**config.mk**
```make
export PLATFORM = sky130hd
export DESIGN_NAME = mips_decode_top
export DESIGN_NICKNAME = d
export VERILOG_FILES = /design/src/common/mips_pkg.sv /design/src/common/decode_if.sv /design/src/source/mips_decode_top.sv /design/src/instr_decode/classify_stage.sv /design/src/instr_decode/instr_classifier.sv /design/src/instr_decode/instr_decoder.sv
export SDC_FILE = /design/constraint.sdc
export NUM_CORES = 1
export LEC_CHECK = 0
export BUFFER_PORTS_ARGS = -buffer_cell sky130_fd_sc_hd__buf_2
export CORE_MARGIN = 8
export CORE_UTILIZATION = 45
export CTS_BUF_LIST = sky130_fd_sc_hd__clkbuf_8
export DETAILED_ROUTE_END_ITERATION = 7
export PLACE_DENSITY = 0.75
export SYNTH_ARGS = -nofsm -noshare
export SYNTH_HDL_FRONTEND = slang
export SYNTH_HIERARCHICAL = 1
export SYNTH_SLANG_ARGS = --single-unit
```
**constraint.sdc**
```tcl
create_clock -name clk -period 2.88 [get_ports clk]
set_input_delay 0.72 -clock clk [delete_from_list [all_inputs] [get_ports clk]]
set_output_delay 0.72 -clock clk [all_outputs]
set_load 0.02 [all_outputs]
```
**src/common/mips_pkg.sv**
```systemverilog
// ~~~~~~~~~~~~~~~~~~~~~~~~~~~~~~
// MIPS32 decode types, symbol codes, format and function class codes,
// and the opcode and field codes of the instruction groups.
// ~~~~~~~~~~~~~~~~~~~~~~~~~~~~~~
package mips_pkg;

    typedef logic [31:0] instr_word_t;
    typedef logic [6:0]  sym_t;
    typedef logic [1:0]  format_t;
    typedef logic [3:0]  func_t;
    typedef logic [4:0]  reg_idx_t;

    localparam reg_idx_t REG_RA = 5'd31; // link register.

    // ~~~~~~~~~~~~~~~~~~~~~~~~~~~~~~
    // instruction format and function class
    // ~~~~~~~~~~~~~~~~~~~~~~~~~~~~~~
    localparam format_t FORMAT_R = 2'd0;
    localparam format_t FORMAT_I = 2'd1;
    localparam format_t FORMAT_J = 2'd2;

    localparam func_t FUNC_CALC_R    = 4'd0;
    localparam func_t FUNC_CALC_I    = 4'd1;
    localparam func_t FUNC_MEM_READ  = 4'd2;
    localparam func_t FUNC_MEM_WRITE = 4'd3;
    localparam func_t FUNC_BRANCH    = 4'd4;
    localparam func_t FUNC_JUMP      = 4'd5;
    localparam func_t FUNC_MULTDIV   = 4'd6;
    localparam func_t FUNC_CP0       = 4'd7;
    localparam func_t FUNC_OTHER     = 4'd8;

    // ~~~~~~~~~~~~~~~~~~~~~~~~~~~~~~
    // instruction symbols
    // ~~~~~~~~~~~~~~~~~~~~~~~~~~~~~~
    localparam sym_t SYM_NOP    = 7'd0;
    localparam sym_t SYM_ADD    = 7'd1;
    localparam sym_t SYM_ADDU   = 7'd2;
    localparam sym_t SYM_SUB    = 7'd3;
    localparam sym_t SYM_SUBU   = 7'd4;
    localparam sym_t SYM_AND    = 7'd5;
    localparam sym_t SYM_OR     = 7'd6;
    localparam sym_t SYM_XOR    = 7'd7;
    localparam sym_t SYM_NOR    = 7'd8;
    localparam sym_t SYM_SLT    = 7'd9;
    localparam sym_t SYM_SLTU   = 7'd10;
    localparam sym_t SYM_SLL    = 7'd11;
    localparam sym_t SYM_SRL    = 7'd12;
    localparam sym_t SYM_SRA    = 7'd13;
    localparam sym_t SYM_SLLV   = 7'd14;
    localparam sym_t SYM_SRLV   = 7'd15;
    localparam sym_t SYM_SRAV   = 7'd16;
    localparam sym_t SYM_CLO    = 7'd17;
    localparam sym_t SYM_CLZ    = 7'd18;
    localparam sym_t SYM_ADDI   = 7'd19;
    localparam sym_t SYM_ADDIU  = 7'd20;
    localparam sym_t SYM_ANDI   = 7'd21;
    localparam sym_t SYM_ORI    = 7'd22;
    localparam sym_t SYM_XORI   = 7'd23;
    localparam sym_t SYM_LUI    = 7'd24;
    localparam sym_t SYM_SLTI   = 7'd25;
    localparam sym_t SYM_SLTIU  = 7'd26;
    localparam sym_t SYM_LW     = 7'd27;
    localparam sym_t SYM_LH     = 7'd28;
    localparam sym_t SYM_LHU    = 7'd29;
    localparam sym_t SYM_LB     = 7'd30;
    localparam sym_t SYM_LBU    = 7'd31;
    localparam sym_t SYM_SW     = 7'd32;
    localparam sym_t SYM_SH     = 7'd33;
    localparam sym_t SYM_SB     = 7'd34;
    localparam sym_t SYM_BEQ    = 7'd35;
    localparam sym_t SYM_BNE    = 7'd36;
    localparam sym_t SYM_BLEZ   = 7'd37;
    localparam sym_t SYM_BGTZ   = 7'd38;
    localparam sym_t SYM_BGEZ   = 7'd39;
    localparam sym_t SYM_BLTZ   = 7'd40;
    localparam sym_t SYM_BGEZAL = 7'd41;
    localparam sym_t SYM_BLTZAL = 7'd42;
    localparam sym_t SYM_J      = 7'd43;
    localparam sym_t SYM_JAL    = 7'd44;
    localparam sym_t SYM_JR     = 7'd45;
    localparam sym_t SYM_JALR   = 7'd46;
    localparam sym_t SYM_MULT   = 7'd47;
    localparam sym_t SYM_MULTU  = 7'd48;
    localparam sym_t SYM_DIV    = 7'd49;
    localparam sym_t SYM_DIVU   = 7'd50;
    localparam sym_t SYM_MFHI   = 7'd51;
    localparam sym_t SYM_MFLO   = 7'd52;
    localparam sym_t SYM_MTHI   = 7'd53;
    localparam sym_t SYM_MTLO   = 7'd54;
    localparam sym_t SYM_MADD   = 7'd55;
    localparam sym_t SYM_MADDU  = 7'd56;
    localparam sym_t SYM_MSUB   = 7'd57;
    localparam sym_t SYM_MSUBU  = 7'd58;
    localparam sym_t SYM_MFC0   = 7'd59;
    localparam sym_t SYM_MTC0   = 7'd60;
    localparam sym_t SYM_ERET   = 7'd61;
    localparam sym_t SYM_INVALID = 7'h7f; // unknown encoding.

    // ~~~~~~~~~~~~~~~~~~~~~~~~~~~~~~
    // group opcodes and field codes
    // ~~~~~~~~~~~~~~~~~~~~~~~~~~~~~~
    localparam logic [5:0] OP_SPECIAL  = 6'h00;
    localparam logic [5:0] OP_REGIMM   = 6'h01;
    localparam logic [5:0] OP_COP0     = 6'h10;
    localparam logic [5:0] OP_SPECIAL2 = 6'h1c;

    localparam logic [4:0] RT_BLTZ   = 5'h00;
    localparam logic [4:0] RT_BGEZ   = 5'h01;
    localparam logic [4:0] RT_BLTZAL = 5'h10;
    localparam logic [4:0] RT_BGEZAL = 5'h11;

    localparam logic [5:0] F2_MADD  = 6'h00;
    localparam logic [5:0] F2_MADDU = 6'h01;
    localparam logic [5:0] F2_MSUB  = 6'h04;
    localparam logic [5:0] F2_MSUBU = 6'h05;
    localparam logic [5:0] F2_CLZ   = 6'h20;
    localparam logic [5:0] F2_CLO   = 6'h21;

    localparam logic [4:0] CP0_MF  = 5'h00; // rs field.
    localparam logic [4:0] CP0_MT  = 5'h04;
    localparam logic [5:0] FN_ERET = 6'h18; // with the CO bit set.

endpackage
```
**src/common/decode_if.sv**
```systemverilog
// ~~~~~~~~~~~~~~~~~~~~~~~~~~~~~~
// Decoded instruction stream between the pipeline stages.
// ~~~~~~~~~~~~~~~~~~~~~~~~~~~~~~
`timescale 1ns/1ps

interface decode_if;
    import mips_pkg::*;

    logic     valid;
    logic     ready;
    sym_t     sym;
    reg_idx_t rs;
    reg_idx_t rt;
    reg_idx_t rd;

    modport src (
        output valid, sym, rs, rt, rd,
        input  ready
    );

    modport dst (
        input  valid, sym, rs, rt, rd,
        output ready
    );

endinterface

```
**src/source/mips_decode_top.sv**
```systemverilog
// ~~~~~~~~~~~~~~~~~~~~~~~~~~~~~~
// MIPS32 decode front end, two stages.
// ~~~~~~~~~~~~~~~~~~~~~~~~~~~~~~
`timescale 1ns/1ps

module mips_decode_top (
    input  logic                  clk,
    input  logic                  rst_n,
    input  logic                  instr_valid,
    output logic                  instr_ready,
    input  mips_pkg::instr_word_t instr_word,
    output logic                  out_valid,
    input  logic                  out_ready,
    output mips_pkg::sym_t        out_sym,
    output mips_pkg::format_t     out_format,
    output mips_pkg::func_t       out_func,
    output mips_pkg::reg_idx_t    out_rs,
    output mips_pkg::reg_idx_t    out_rt,
    output mips_pkg::reg_idx_t    out_dest,
    output logic                  out_dest_en
);
    import mips_pkg::*;

    decode_if dec_bus ();

    instr_decoder instr_decoder_inst (
        .clk      (clk),
        .rst_n    (rst_n),
        .in_valid (instr_valid),
        .in_ready (instr_ready),
        .in_word  (instr_word),
        .dec      (dec_bus.src)
    );

    classify_stage #(
        .REG_LINK (REG_RA) // links go to ra.
    ) classify_stage_inst (
        .clk         (clk),
        .rst_n       (rst_n),
        .dec         (dec_bus.dst),
        .out_valid   (out_valid),
        .out_ready   (out_ready),
        .out_sym     (out_sym),
        .out_format  (out_format),
        .out_func    (out_func),
        .out_rs      (out_rs),
        .out_rt      (out_rt),
        .out_dest    (out_dest),
        .out_dest_en (out_dest_en)
    );

endmodule

```
**src/instr_decode/classify_stage.sv**
```systemverilog
// ~~~~~~~~~~~~~~~~~~~~~~~~~~~~~~
// Second decode stage: classify and pick the write-back register.
// ~~~~~~~~~~~~~~~~~~~~~~~~~~~~~~
`timescale 1ns/1ps

module classify_stage #(
    parameter mips_pkg::reg_idx_t REG_LINK = 5'd31
) (
    input  logic                clk,
    input  logic                rst_n,
    decode_if.dst               dec,
    output logic                out_valid,
    input  logic                out_ready,
    output mips_pkg::sym_t      out_sym,
    output mips_pkg::format_t   out_format,
    output mips_pkg::func_t     out_func,
    output mips_pkg::reg_idx_t  out_rs,
    output mips_pkg::reg_idx_t  out_rt,
    output mips_pkg::reg_idx_t  out_dest,
    output logic                out_dest_en
);
    import mips_pkg::*;

    format_t  format;
    func_t    func;
    reg_idx_t dest;

    instr_classifier instr_classifier_inst (
        .sym    (dec.sym),
        .format (format),
        .func   (func)
    );

    always_comb begin
        dest = '0; // no write-back.
        if (func == FUNC_CALC_R || dec.sym inside {SYM_MFHI, SYM_MFLO, SYM_JALR}) begin
            dest = dec.rd;
        end else if (func inside {FUNC_CALC_I, FUNC_MEM_READ} || dec.sym == SYM_MFC0) begin
            dest = dec.rt;
        end else if (dec.sym inside {SYM_JAL, SYM_BGEZAL, SYM_BLTZAL}) begin
            dest = REG_LINK;
        end
    end

    assign dec.ready = !out_valid || out_ready;

    always_ff @(posedge clk or negedge rst_n) begin
        if (!rst_n) begin
            out_valid <= 1'b0;
        end else if (dec.ready) begin
            out_valid <= dec.valid;
        end
    end

    always_ff @(posedge clk) begin
        if (dec.valid && dec.ready) begin
            out_sym     <= dec.sym;
            out_format  <= format;
            out_func    <= func;
            out_rs      <= dec.rs;
            out_rt      <= dec.rt;
            out_dest    <= dest;
            out_dest_en <= (dest != '0); // r0 is never written.
        end
    end

endmodule

```
**src/instr_decode/instr_classifier.sv**
```systemverilog
// ~~~~~~~~~~~~~~~~~~~~~~~~~~~~~~
// Symbol to instruction format and function class.
// ~~~~~~~~~~~~~~~~~~~~~~~~~~~~~~
`timescale 1ns/1ps

module instr_classifier (
    input  mips_pkg::sym_t    sym,
    output mips_pkg::format_t format,
    output mips_pkg::func_t   func
);
    import mips_pkg::*;

    logic is_r;
    logic is_i;
    logic is_j;
    logic calc_r;
    logic calc_i;
    logic mem_r;
    logic mem_w;
    logic br;
    logic jmp;
    logic md;
    logic cp0;

    // ~~~~~~~~~~~~~~~~~~~~~~~~~~~~~~
    // function class groups
    // ~~~~~~~~~~~~~~~~~~~~~~~~~~~~~~
    assign calc_r = sym inside {SYM_NOP, SYM_ADD, SYM_ADDU, SYM_SUB, SYM_SUBU,
                                SYM_AND, SYM_OR, SYM_XOR, SYM_NOR, SYM_SLT, SYM_SLTU,
                                SYM_SLL, SYM_SRL, SYM_SRA, SYM_SLLV, SYM_SRLV,
                                SYM_SRAV, SYM_CLO, SYM_CLZ};
    assign calc_i = sym inside {SYM_ADDI, SYM_ADDIU, SYM_ANDI, SYM_ORI, SYM_XORI,
                                SYM_LUI, SYM_SLTI, SYM_SLTIU};
    assign mem_r  = sym inside {SYM_LW, SYM_LH, SYM_LHU, SYM_LB, SYM_LBU};
    assign mem_w  = sym inside {SYM_SW, SYM_SH, SYM_SB};
    assign br     = sym inside {SYM_BEQ, SYM_BNE, SYM_BLEZ, SYM_BGTZ, SYM_BGEZ,
                                SYM_BLTZ, SYM_BGEZAL, SYM_BLTZAL};
    assign jmp    = sym inside {SYM_J, SYM_JAL, SYM_JR, SYM_JALR};
    assign md     = sym inside {SYM_MULT, SYM_MULTU, SYM_DIV, SYM_DIVU, SYM_MFHI,
                                SYM_MFLO, SYM_MTHI, SYM_MTLO, SYM_MADD, SYM_MADDU,
                                SYM_MSUB, SYM_MSUBU};
    assign cp0    = sym inside {SYM_MFC0, SYM_MTC0, SYM_ERET};

    // jr and jalr fall through to the R default.
    assign is_r = calc_r;
    assign is_i = calc_i || mem_r || mem_w || br;
    assign is_j = sym inside {SYM_J, SYM_JAL};

    assign format = is_r ? FORMAT_R :
                    is_i ? FORMAT_I :
                    is_j ? FORMAT_J :
                           FORMAT_R;

    // first matching group wins.
    assign func = calc_r ? FUNC_CALC_R    :
                  calc_i ? FUNC_CALC_I    :
                  mem_r  ? FUNC_MEM_READ  :
                  mem_w  ? FUNC_MEM_WRITE :
                  br     ? FUNC_BRANCH    :
                  jmp    ? FUNC_JUMP      :
                  md     ? FUNC_MULTDIV   :
                  cp0    ? FUNC_CP0       :
                           FUNC_OTHER;

endmodule

```
**src/instr_decode/instr_decoder.sv**
```systemverilog
// ~~~~~~~~~~~~~~~~~~~~~~~~~~~~~~
// First decode stage: instruction word to symbol and register fields.
// ~~~~~~~~~~~~~~~~~~~~~~~~~~~~~~
`timescale 1ns/1ps

module instr_decoder (
    input  logic                  clk,
    input  logic                  rst_n,
    input  logic                  in_valid,
    output logic                  in_ready,
    input  mips_pkg::instr_word_t in_word,
    decode_if.src                 dec
);
    import mips_pkg::*;

    logic [5:0] opcode;
    logic [5:0] funct;
    reg_idx_t   rs;
    reg_idx_t   rt;
    reg_idx_t   rd;
    sym_t       sym;

    assign opcode = in_word[31:26];
    assign rs     = in_word[25:21];
    assign rt     = in_word[20:16];
    assign rd     = in_word[15:11];
    assign funct  = in_word[5:0];

    always_comb begin
        sym = SYM_INVALID;
        if (in_word == '0) begin
            sym = SYM_NOP; // all-zero word, not sll.
        end else begin
            case (opcode)
                OP_SPECIAL: begin
                    case (funct)
                        6'h00: sym = SYM_SLL;
                        6'h02: sym = SYM_SRL;
                        6'h03: sym = SYM_SRA;
                        6'h04: sym = SYM_SLLV;
                        6'h06: sym = SYM_SRLV;
                        6'h07: sym = SYM_SRAV;
                        6'h08: sym = SYM_JR;
                        6'h09: sym = SYM_JALR;
                        6'h10: sym = SYM_MFHI;
                        6'h11: sym = SYM_MTHI;
                        6'h12: sym = SYM_MFLO;
                        6'h13: sym = SYM_MTLO;
                        6'h18: sym = SYM_MULT;
                        6'h19: sym = SYM_MULTU;
                        6'h1a: sym = SYM_DIV;
                        6'h1b: sym = SYM_DIVU;
                        6'h20: sym = SYM_ADD;
                        6'h21: sym = SYM_ADDU;
                        6'h22: sym = SYM_SUB;
                        6'h23: sym = SYM_SUBU;
                        6'h24: sym = SYM_AND;
                        6'h25: sym = SYM_OR;
                        6'h26: sym = SYM_XOR;
                        6'h27: sym = SYM_NOR;
                        6'h2a: sym = SYM_SLT;
                        6'h2b: sym = SYM_SLTU;
                        default: ;
                    endcase
                end
                OP_REGIMM: begin
                    case (rt)
                        RT_BLTZ:   sym = SYM_BLTZ;
                        RT_BGEZ:   sym = SYM_BGEZ;
                        RT_BLTZAL: sym = SYM_BLTZAL;
                        RT_BGEZAL: sym = SYM_BGEZAL;
                        default: ;
                    endcase
                end
                OP_SPECIAL2: begin
                    case (funct)
                        F2_MADD:  sym = SYM_MADD;
                        F2_MADDU: sym = SYM_MADDU;
                        F2_MSUB:  sym = SYM_MSUB;
                        F2_MSUBU: sym = SYM_MSUBU;
                        F2_CLZ:   sym = SYM_CLZ;
                        F2_CLO:   sym = SYM_CLO;
                        default: ;
                    endcase
                end
                OP_COP0: begin
                    if (in_word[25] && funct == FN_ERET) begin
                        sym = SYM_ERET;
                    end else if (rs == CP0_MF) begin
                        sym = SYM_MFC0;
                    end else if (rs == CP0_MT) begin
                        sym = SYM_MTC0;
                    end
                end
                6'h02: sym = SYM_J;
                6'h03: sym = SYM_JAL;
                6'h04: sym = SYM_BEQ;
                6'h05: sym = SYM_BNE;
                6'h06: sym = SYM_BLEZ;
                6'h07: sym = SYM_BGTZ;
                6'h08: sym = SYM_ADDI;
                6'h09: sym = SYM_ADDIU;
                6'h0a: sym = SYM_SLTI;
                6'h0b: sym = SYM_SLTIU;
                6'h0c: sym = SYM_ANDI;
                6'h0d: sym = SYM_ORI;
                6'h0e: sym = SYM_XORI;
                6'h0f: sym = SYM_LUI;
                6'h20: sym = SYM_LB;
                6'h21: sym = SYM_LH;
                6'h23: sym = SYM_LW;
                6'h24: sym = SYM_LBU;
                6'h25: sym = SYM_LHU;
                6'h28: sym = SYM_SB;
                6'h29: sym = SYM_SH;
                6'h2b: sym = SYM_SW;
                default: ;
            endcase
        end
    end

    assign in_ready = !dec.valid || dec.ready; // empty or draining.

    always_ff @(posedge clk or negedge rst_n) begin
        if (!rst_n) begin
            dec.valid <= 1'b0;
        end else if (in_ready) begin
            dec.valid <= in_valid;
        end
    end

    always_ff @(posedge clk) begin
        if (in_valid && in_ready) begin
            dec.sym <= sym;
            dec.rs  <= rs;
            dec.rt  <= rt;
            dec.rd  <= rd;
        end
    end

endmodule

```
==> impl_metrics.toml <==
[status]
status = "finished, final reports clean"

[logic_synthesis]
synth_warnings = 6
synth-edff-count = 51
synthCells = 318
netlist_area_um2 = 3410
synth_sequential_area_ratio = 0.464
synthesis.nets = 354
synth_seq_cells = 53
synth.avg_cell_area_um2 = 10.7
synth_area_leaders = "edfxtp_1 (45%), nand2b_1 (3.3%), a21oi_1 (2.2%)"
yosysTopAreaCell = "edfxtp_1"
synth.distinct_cells = 79
synth_flop_cell = "edfxtp_1"
synth_top_area_share = 0.450
async_flop_share = 0.0377

[placement]
io_buffers = 66
gp_congestion = 1.03
place_inst = 466
dp_hpwl_mm = 5.97

[die]
coreArea_um2 = 7290
initial_utilization = 0.467
die_w_um = 103
num_rows = 31
dieArea_um2 = 10600
die_h_um = 103
io_pins = 67

[layout]
area_growth_syn_to_layout_pct = 13.5
instances_no_fill = 475
fin_util = 0.530
nets = 412
antenna_cells = 0
layout-drive-gt1-share = 0.282
num-fill-cells = 671

[global_routing]
grt_max_degree = 25
grt_pass1_vias = 2572
antenna_found_initial = 0
grt-ovfl-total = 0
gr-usage-all-layers = 0.149
grt_pass1_wl_mm = 12.4

[timing]
rsz0062_at_grt = "false"
finalSetupViolations = 0
tns_ns = 0
worst_slew_pin_slew_ns = 0.950
fin_crit_ns = 2.63
final-hold-violation-count = 0
post-route-period-util = 0.913
skew_ns = 0.0100
slew_viol_final = 0
relSlewSlack = 0.367
max_freq_ghz = 0.380

[detailed_routing]
drtAntennaViolNets = 0
dr.pass1.iters = 5
route.met3.wl_um = 455
drt-met1-wl_mm = 3.23
wl_met2_mm = 4.07
first_iter_violations = 219
routed_wl_mm = 7.85
vias = 2733
post_drt_wl_per_cell_um = 16.5
routed_via_density = 5.75
drcViolationCount = 0
top_layer = "met4"

[worst_setup_path]
slowest_stage = "edfxtp_1"
cpMostUsedCell = "o22ai_1"
crit_start = "instr_decoder_inst/dec.sym[3]$_SDFFCE_PN0P_"
start_kind = "flop"
critical_path.cell_chain = "and3_4, a211o_1, o22ai_1, xnor2_1, o32a_1, o22ai_1, mux2_1"
cp.depth = 7
end_kind = "flop"
worst-setup-path-type = "flop to flop"
ff2ff_path_depth = 7
required_ns = 2.94
worstPathMaxFanout = 14
cp_top_family = "compound AO/OA/AOI/OAI gates"
r2r-end = "classify_stage_inst/out_dest[3]$_DFFE_PP_"
cp.arrival_ns = 2.69
cp_num_buf_inv = 0
worstSetupEndpoint = "classify_stage_inst/out_dest[3]$_DFFE_PP_"
r2r_setup_slack_ns = 0.25
regToRegStartpoint = "instr_decoder_inst/dec.sym[3]$_SDFFCE_PN0P_"
critPathMaxStageDelay_ns = 0.57

[cts]
root_buffer = "clkbuf_8"
insertion_delay_ns = 0.30
numCtsBuffers = 5
htreeDepth = 2
cts_tree = "built"
path_clk_slew_ns = 0.09
clock-sinks = 53
ctsLongestPathBuffers = 2

[pwr]
p_leak_nw = 1.41
ir_drop_mv = 0.177
p_per_area_nw_per_um2 = 450

[min_path]
min-delay-path-class = "input port to asynchronous set/reset pin"

[run]
cap_violations = 0
[Yosys cell counts (5+ instances only)]
master,number
edfxtp_1,51
buf_2,10
inv_1,11
mux2_1,6
buf_6,5
xnor2_1,5
o22ai_1,10
nand2b_1,18
a211o_1,5
nor2_1,14
nand2_1,12
nor3_1,11
o21ai_0,13
clkbuf_1,7
a31oi_1,6
nor3b_1,5
nor2b_1,11
a21oi_1,15
[cell usage in the layout (no fill, tap or decap), types with 5 or more instances in the layout]
cell      count
a211o_1       5
a21oi_1      15
a31oi_1       6
buf_2        66
buf_4         8
clkbuf_8      5
edfxtp_1     51
inv_1        12
mux2_1        6
nand2_1      12
nand2b_1     18
nor2_1       14
nor2b_1      11
nor3_1       11
nor3b_1       5
o21ai_0      13
o22ai_1      10
xnor2_1       5
[report_power, final]
group | switching (mW) | internal, mW
Sequential | 0.0387 | 0.925
Combinational | 0.244 | 0.155
Clock | 0.215 | 0.161
[state kept, by name, summed over array words and instances, names as in the netlist]
signal and cells:
instr_decoder_inst/dec.rd 5, classify_stage_inst/out_sym 7, classify_stage_inst/out_rs 5, classify_stage_inst/out_rt 5
instr_decoder_inst/dec.sym 7, classify_stage_inst/out_format 2, instr_decoder_inst/dec.rt 5, instr_decoder_inst/dec.rs 5
classify_stage_inst/out_func 4, classify_stage_inst/out_dest_en 1, classify_stage_inst/out_dest 5, instr_decoder_inst/dec.valid 1
classify_stage_inst/out_valid 1
[area by class of cell]
type | instances | area (um^2) | area share
clock buffers | 5 | 68.8 | 0.0178
clock inverters | 2 | 7.51 | 0.00194
inverters | 12 | 45.0 | 0.0117
multi-input cells | 230 | 1650 | 0.426
flip-flops and latches | 53 | 1580 | 0.409
well taps | 99 | 124 | 0.0320
repair buffers | 74 | 390 | 0.101
[layer usage]
metal,global-route usage,vias to the layer above
met3,0.0263,8
met1,0.173,1270
met5,0,-
met4,0.0567,0
met2,0.264,107
li1,-,1348
[logic make-up after synthesis]
| family | after synthesis | share of synthesized area |
|---|---|---|
| AND/OR/NAND/NOR | 121 | 0.238 |
| buffers and inverters | 35 | 0.0544 |
| multiplexers | 9 | 0.0294 |
| XOR/XNOR | 7 | 0.0180 |
| flip-flops | 53 | 0.464 |
| AO/OA/AOI/OAI | 93 | 0.195 |
[what timing repair did]
| item | 4_1_cts | 5_1_grt |
|---|---|---|
| setup buffers | 0 | 2 |
| endpoints found under the setup margin | 0 | 6 |
| hold buffers | 0 | 0 |
| resized for setup | 0 | 1 |
[through the flow]
| stage | total power, mW | worst slack (ns) | hold WS, ns | instance area (um^2) |
|---|---|---|---|---|
| CTS | 1.74 | 0.217 | 0.191 | 3840 |
| finish | 1.74 | 0.251 | 0.195 | 3860 |
| global placement | 1.37 | 0.240 | 0.402 | 3760 |
| floorplan | 1.26 | 0.491 | 0.400 | 3410 |
| global route | 1.82 | 0.0634 | 0.182 | 3860 |
| detailed placement | 1.38 | 0.212 | 0.406 | 3760 |
[worst min-delay path by stage]
| stage | end | cells after the start | from |
|---|---|---|---|
| 2_1_floorplan | classify_stage_inst/out_rs[0]$_DFFE_PP_ | 0 | instr_decoder_inst/dec.rs[0]$_DFFE_PP_ |
| 3_3_place_gp | classify_stage_inst/out_rs[3]$_DFFE_PP_ | 0 | instr_decoder_inst/dec.rs[3]$_DFFE_PP_ |
| 3_5_place_dp | classify_stage_inst/out_rs[3]$_DFFE_PP_ | 0 | instr_decoder_inst/dec.rs[3]$_DFFE_PP_ |
| 4_1_cts | instr_decoder_inst/dec.valid$_DFFE_PN0N_ | 1 | rst_n |
| 5_1_grt | instr_decoder_inst/dec.valid$_DFFE_PN0N_ | 1 | rst_n |
| 6_report | instr_decoder_inst/dec.valid$_DFFE_PN0N_ | 1 | rst_n |
No activity file was read; power rests on OpenSTA's default activity.
